`config.mk`:
```
export PLATFORM = sky130hd
export DESIGN_NAME = indirect_target_cache
export DESIGN_NICKNAME = d
export VERILOG_FILES = /design/src/verilog/bpu_pkg.sv /design/src/verilog/indirect_target_cache.sv
export SDC_FILE = /design/constraint.sdc
export NUM_CORES = 2
export LEC_CHECK = 0
export BUFFER_PORTS_ARGS = -buffer_cell sky130_fd_sc_hd__buf_2
export CAP_MARGIN = 20
export CORE_UTILIZATION = 50
export CTS_CLUSTER_SIZE = 28
export DETAILED_ROUTE_END_ITERATION = 7
export GPL_TIMING_DRIVEN = 0
export PLACE_DENSITY = 0.65
export REMOVE_ABC_BUFFERS = 1
export SLEW_MARGIN = 20
export SYNTH_ARGS = -nofsm -noshare
export SYNTH_HDL_FRONTEND = slang
export SYNTH_SLANG_ARGS = --single-unit
export TNS_END_PERCENT = 1
```
`constraint.sdc`:
```
create_clock -name clk -period 4.5 [get_ports clk]
set_input_delay 0.45 -clock clk [delete_from_list [all_inputs] [get_ports clk]]
set_output_delay 0.45 -clock clk [all_outputs]
set_load 0.05 [all_outputs]
```
`src/verilog/bpu_pkg.sv`:
```
package bpu_pkg;

    // address and counter widths shared by every block
    localparam int ADDR_W = 32;
    localparam int CTR_W = 2;

    // what the target buffer knows about one instruction
    typedef enum logic [2:0] {
        // not a branch, or unknown
        br_none     = 3'd0,
        // conditional direct branch
        br_cond     = 3'd1,
        // unconditional direct jump
        br_direct   = 3'd2,
        // call, pushes its return address
        br_call     = 3'd3,
        // return, target from the stack
        br_ret      = 3'd4,
        // register jump, target from the target cache
        br_indirect = 3'd5
    } branch_kind_t;

endpackage
```
`src/verilog/indirect_target_cache.sv`:
```
`timescale 1ns/1ns

module indirect_target_cache import bpu_pkg::*; #(
    parameter int HIST_LEN = 6
) (
    input  logic                       clk,
    input  logic                       reset,
    input  logic [1:0][HIST_LEN-1:0]   read_hash_i,
    input  logic                       write_i,
    input  logic [HIST_LEN-1:0]        write_hash_i,
    input  logic [ADDR_W-1:0]          write_target_i,
    output logic [1:0][ADDR_W-1:0]     slot_target_o
);

    localparam int TC_ENTRIES = 2 ** HIST_LEN;

    logic [ADDR_W-1:0] target_q [TC_ENTRIES];

    // no tags, aliasing hashes share an entry
    for (genvar s = 0; s < 2; s++) begin : g_read
        assign slot_target_o[s] = target_q[read_hash_i[s]];
    end

    always_ff @(posedge clk) begin
        if (reset) begin
            for (int i = 0; i < TC_ENTRIES; i++) begin
                target_q[i] <= '0;
            end
        end else if (write_i) begin
            target_q[write_hash_i] <= write_target_i;
        end
    end

endmodule

```
# ---- Word level (Yosys, flattened, before mapping)
# Memories as Yosys holds them, arrays and structs flattened.
# Cells that the tools add are included.
dict set report totals {
  reg_bits 0
  mem_bits_rw 2048
  in_bits 53
  output_inout_bits 64
  wordCells 10
  memories 1
}
dict set report op_classes {
  muxes 8
  reduce_logical 1
}
# memory depth word_bits rd rd_clocked_by_memory_dff wr line_no
set memory_table {}
lappend memory_table {target_q 64 32 2 0 64 indirect_target_cache.sv:17} ;# logic [ADDR_W-1:0] target_q [TC_ENTRIES];
# op n
set op_table {}
lappend op_table {{two-way mux 32 bit} 1}
lappend op_table {{OR reduction 32 bit} 1}
lappend op_table {{two-way mux 1 bit} 6}
lappend op_table {{two-way mux 6 bit} 1}

# ---- Longest topological paths before layout
dict set report depth {
  ltp_word 5
  depth_mapped 9
  mapped_depth_nobuf 5
}

# ---- Least setup slack after synthesis
# Ideal clock, no wire load.
dict set report synth_timing {
  path_kind {input -> output}
  start {input read_hash_i[6] (netlist name)}
  end {output slot_target_o[52] (netlist name)}
  t_arrival_ps 2885
  required_time_ps 4050
  path_slack_ps 1165
  path_stages 9
  path_buffers 4
  cell_sequence {buf_2 buf_6 buf_4 buf_4 mux4_2 o22ai_1 nor3_1 nor2_1 a311oi_1}
}
# element line_no
set synth_lines {}
lappend synth_lines {{start, declared} indirect_target_cache.sv:8} ;# input logic [1:0][HIST_LEN-1:0] read_hash_i,
lappend synth_lines {{end, declared} indirect_target_cache.sv:12} ;# output logic [1:0][ADDR_W-1:0] slot_target_o

==> results.md <==
* Status: complete, but fails checks
* Violated checks: DRC, setup timing
* Largest stage delay on the critical path at between 0.9 and 1 ns
* Actual slew at the worst max-slew pin at about 1.4 ns
* Delay-heaviest family, CP: compound AO/OA/AOI/OAI gates
* Via Count at 68800
* Worst VDD drop at approximately 0.00047 V
* Worst min path class: input pin to register
* Yosys warns at 0
* Crit path kind: input pin to output pin
* I/O pin count at between 100 and 150
* Die H at around 470 µm
* DIE AREA at 219000 µm²
* Fillers at approximately 16000
* CTS tree: done
* Biggest register: target_q
* # port buffers at 116
* CP Max Fanout at 75
* Power Total at approximately 46 mW
* Via density at slightly above 7
* Worst setup path start: read_hash_i[1]
* Chip width at 468 µm
* Worst hold slack at 0.174 ns
* Total track usage at a little over a third
* Synthesized area per cell at about 16 µm²
* Largest register FFs at slightly above 2000
* Setup WS post-layout at -0.261 ns
* Crit path depth at 8
* Cells along the critical path: buf_8, buf_16, nand3b_1, o221ai_1, a21oi_1, a21oi_2, a221oi_1, buf_2
* 1st-iter DRT viols at around 11000
* DRT Pass-1 Iters at 8
* Clock buffer depth at 3
* GPL Wtd Cong at between 0.9 and 1
* Nets at roughly 6700
* Ys flop type: edfxtp_1
* Largest net degree at the start of global routing at 76
* Largest regs: target_q: 2048 flops
* Clk sink count at 2048
* Non-Filler Instances at slightly below 10000
* Met3 WL at approximately 51000 µm
* Placed insts at 9285
* EDFF count, synth at around 2000
* Layout cells sized above 1 at 28.5%
* Synth Register Bits at 2048
* Unrepaired setup endpoints after global routing: yes
* Synthesized area at 108000 µm²
* Slew HR at 3.52%
* Yosys cell types at 39
* Finished Cell Area at around 120000 µm²
* First-pass GRT wire length at between 500000 and 600000 µm
* Fraction of the yosys area taken by sequential cells at roughly 57%
* DR WL met2 at 177000 µm
* DRC at 1
* Worst path arrival time at between 4 and 5 ns
* FFs w/ async S/R, synth at 0%
* Slew Viols, Final at 0
* Final period util at 106%
* Row Count at 170
* Synth Instances at about 7000
* Starting Density at between 50% and 60%
* Drt wl/cell at about 41 µm
* H-tree lvl count at 4
* Crit path buf inv count at 3
* Final Hold Fails at 0
* Congestion Overflow GR at 0
* Antenna-violating nets left at 0
* CP required at around 4 ns
* PwrDens at around 380 nW/µm²
* Dpl cell area at roughly 110000 µm²
* Layout area overhead at 11.9%
* Crit. End Element: output pin
* CP Launch Type: input pin
* Top Layer Used: met5
* Static leakage at between 40 and 50 nW
* Min Tclk post-route at ~4.8 ns
* Clock slew at reported path FFs at 0.06 ns
* Met1 WL at approximately 140000 µm
* Max Clk Rate at 0.210 GHz
* Initial antenna violation count at 38
* Max-Cap Viols at 0
* Core ar. at approximately 220000 µm²
* Slowest cell on crit path: a221oi_1
* CTS Buf Count at 212
* Number of global-route vias before repair at about 68000
* Crit path to: slot_target_o[17]
* Detail Placement HPWL at 235000 µm
* Root buffer cell: clkbuf_16
* Final setup violation count at 19
* Final wirelength at between 300000 and 400000 µm
synth_stat cells, types with 68 or more instances:
library cell	n	share of area, %
edfxtp_1	2048	57
nor2_1	137	0.47
and2_1	2057	12
a22o_1	92	0.74
buf_2	69	0.32
mux2i_1	90	0.83
o22ai_1	138	0.80
buf_4	91	0.63
mux4_2	1024	21
a21oi_1	85	0.39
or2_2	70	0.40
mux2_2	76	0.79
buf_1	68	0.24
a221oi_1	119	0.96
clkbuf_1	544	1.9
cells by family (layout without fill, tap and decap cells):
kind of cell / Yosys count / after routing / share of synthesized area, %
muxes: 1190 / 1190 / 22.9
buffers and inverters: 786 / 660 / 3.21
and+or+nand+nor: 2397 / 2397 / 13.4
other: 0 / 18 / 0
AOI/OAI and AO/OA: 543 / 543 / 3.73
DFF: 2048 / 2048 / 56.7
how the worst min path moves through the flow:
stage                  startpoint                to  slack (ns)  cells past startpoint
2_1_floorplan   write_target_i[0]    target_q[0][0]        0.65                      1
3_3_place_gp    write_target_i[4]   target_q[36][4]        1.39                      2
3_5_place_dp   write_target_i[27]   target_q[1][27]        1.09                      2
4_1_cts        write_target_i[27]   target_q[1][27]        0.19                      2
5_1_grt        write_target_i[21]  target_q[55][21]        0.14                      2
6_report       write_target_i[21]  target_q[54][21]        0.17                      2
layer usage:
layer | up-vias | track usage [%]
met5 | - | 2.04
met4 | 14 | 25.3
met3 | 1233 | 10.6
met2 | 5448 | 53.4
met1 | 35700 | 44.9
li1 | 26500 | -
stage by stage:
stage               setup WS, ns  util [%]  setup TNS (ns)
CTS                       -0.174      56.2          -0.928
floorplan                -0.0596         -           -1.19
global placement          -16.40      50.7        -6343.54
global route              -0.172      56.4          -0.490
finish                    -0.261      56.4           -1.74
detailed placement         -1.76      52.7          -54.72
layout by cell type, fill, tap and decap left out, types with 14 or more instances in the layout:
| master | count |
|---|---|
| nor2_1 | 65 |
| nor3_1 | 16 |
| clkbuf_16 | 223 |
| mux2_2 | 76 |
| buf_16 | 89 |
| a21oi_4 | 17 |
| mux2i_1 | 88 |
| buf_2 | 71 |
| or2_4 | 65 |
| nor3_2 | 16 |
| a21oi_1 | 40 |
| nand2b_1 | 14 |
| clkinv_2 | 34 |
| diode_2 | 18 |
| mux4_2 | 1024 |
| nand2_1 | 29 |
| buf_12 | 51 |
| a21oi_2 | 28 |
| a22oi_1 | 27 |
| nor2_4 | 65 |
| o22ai_1 | 130 |
| o221ai_1 | 39 |
| a22o_1 | 92 |
| clkinv_1 | 53 |
| buf_4 | 50 |
| and2_1 | 2055 |
| edfxtp_1 | 2048 |
| clkbuf_1 | 54 |
| a221oi_1 | 91 |
| a221oi_2 | 20 |
what timing repair did:
item                                    4_1_cts  5_1_grt
cloned                                       11        1
buffers inserted                              1        0
resized for setup                           126       46
endpoints found under the setup margin       63       50
hold buffers                                  0        0
endpoints found under the hold margin         0        0
pin swaps                                     3        0
power breakdown:
group	switching [mW]	internal, mW	total (mW)
Sequential	0.499	22.0	22.5
Combinational	4.00	2.36	6.36
Clock	7.62	9.48	17.1
Total	12.1	33.8	45.9
area by class of cell:
cell class	instances	area [µm²]	share of cell area (%)
multi-input combinational	4130	45000	37.1
inverter	1	8.76	0.00722
clock inverter	100	704	0.581
antenna	18	45.0	0.0372
sequential	2048	61500	50.7
tap	2838	3550	2.93
timing repair buffer	283	4670	3.85
clock buffer	276	5760	4.75
Note: power is estimated with default switching activity, not from simulation.
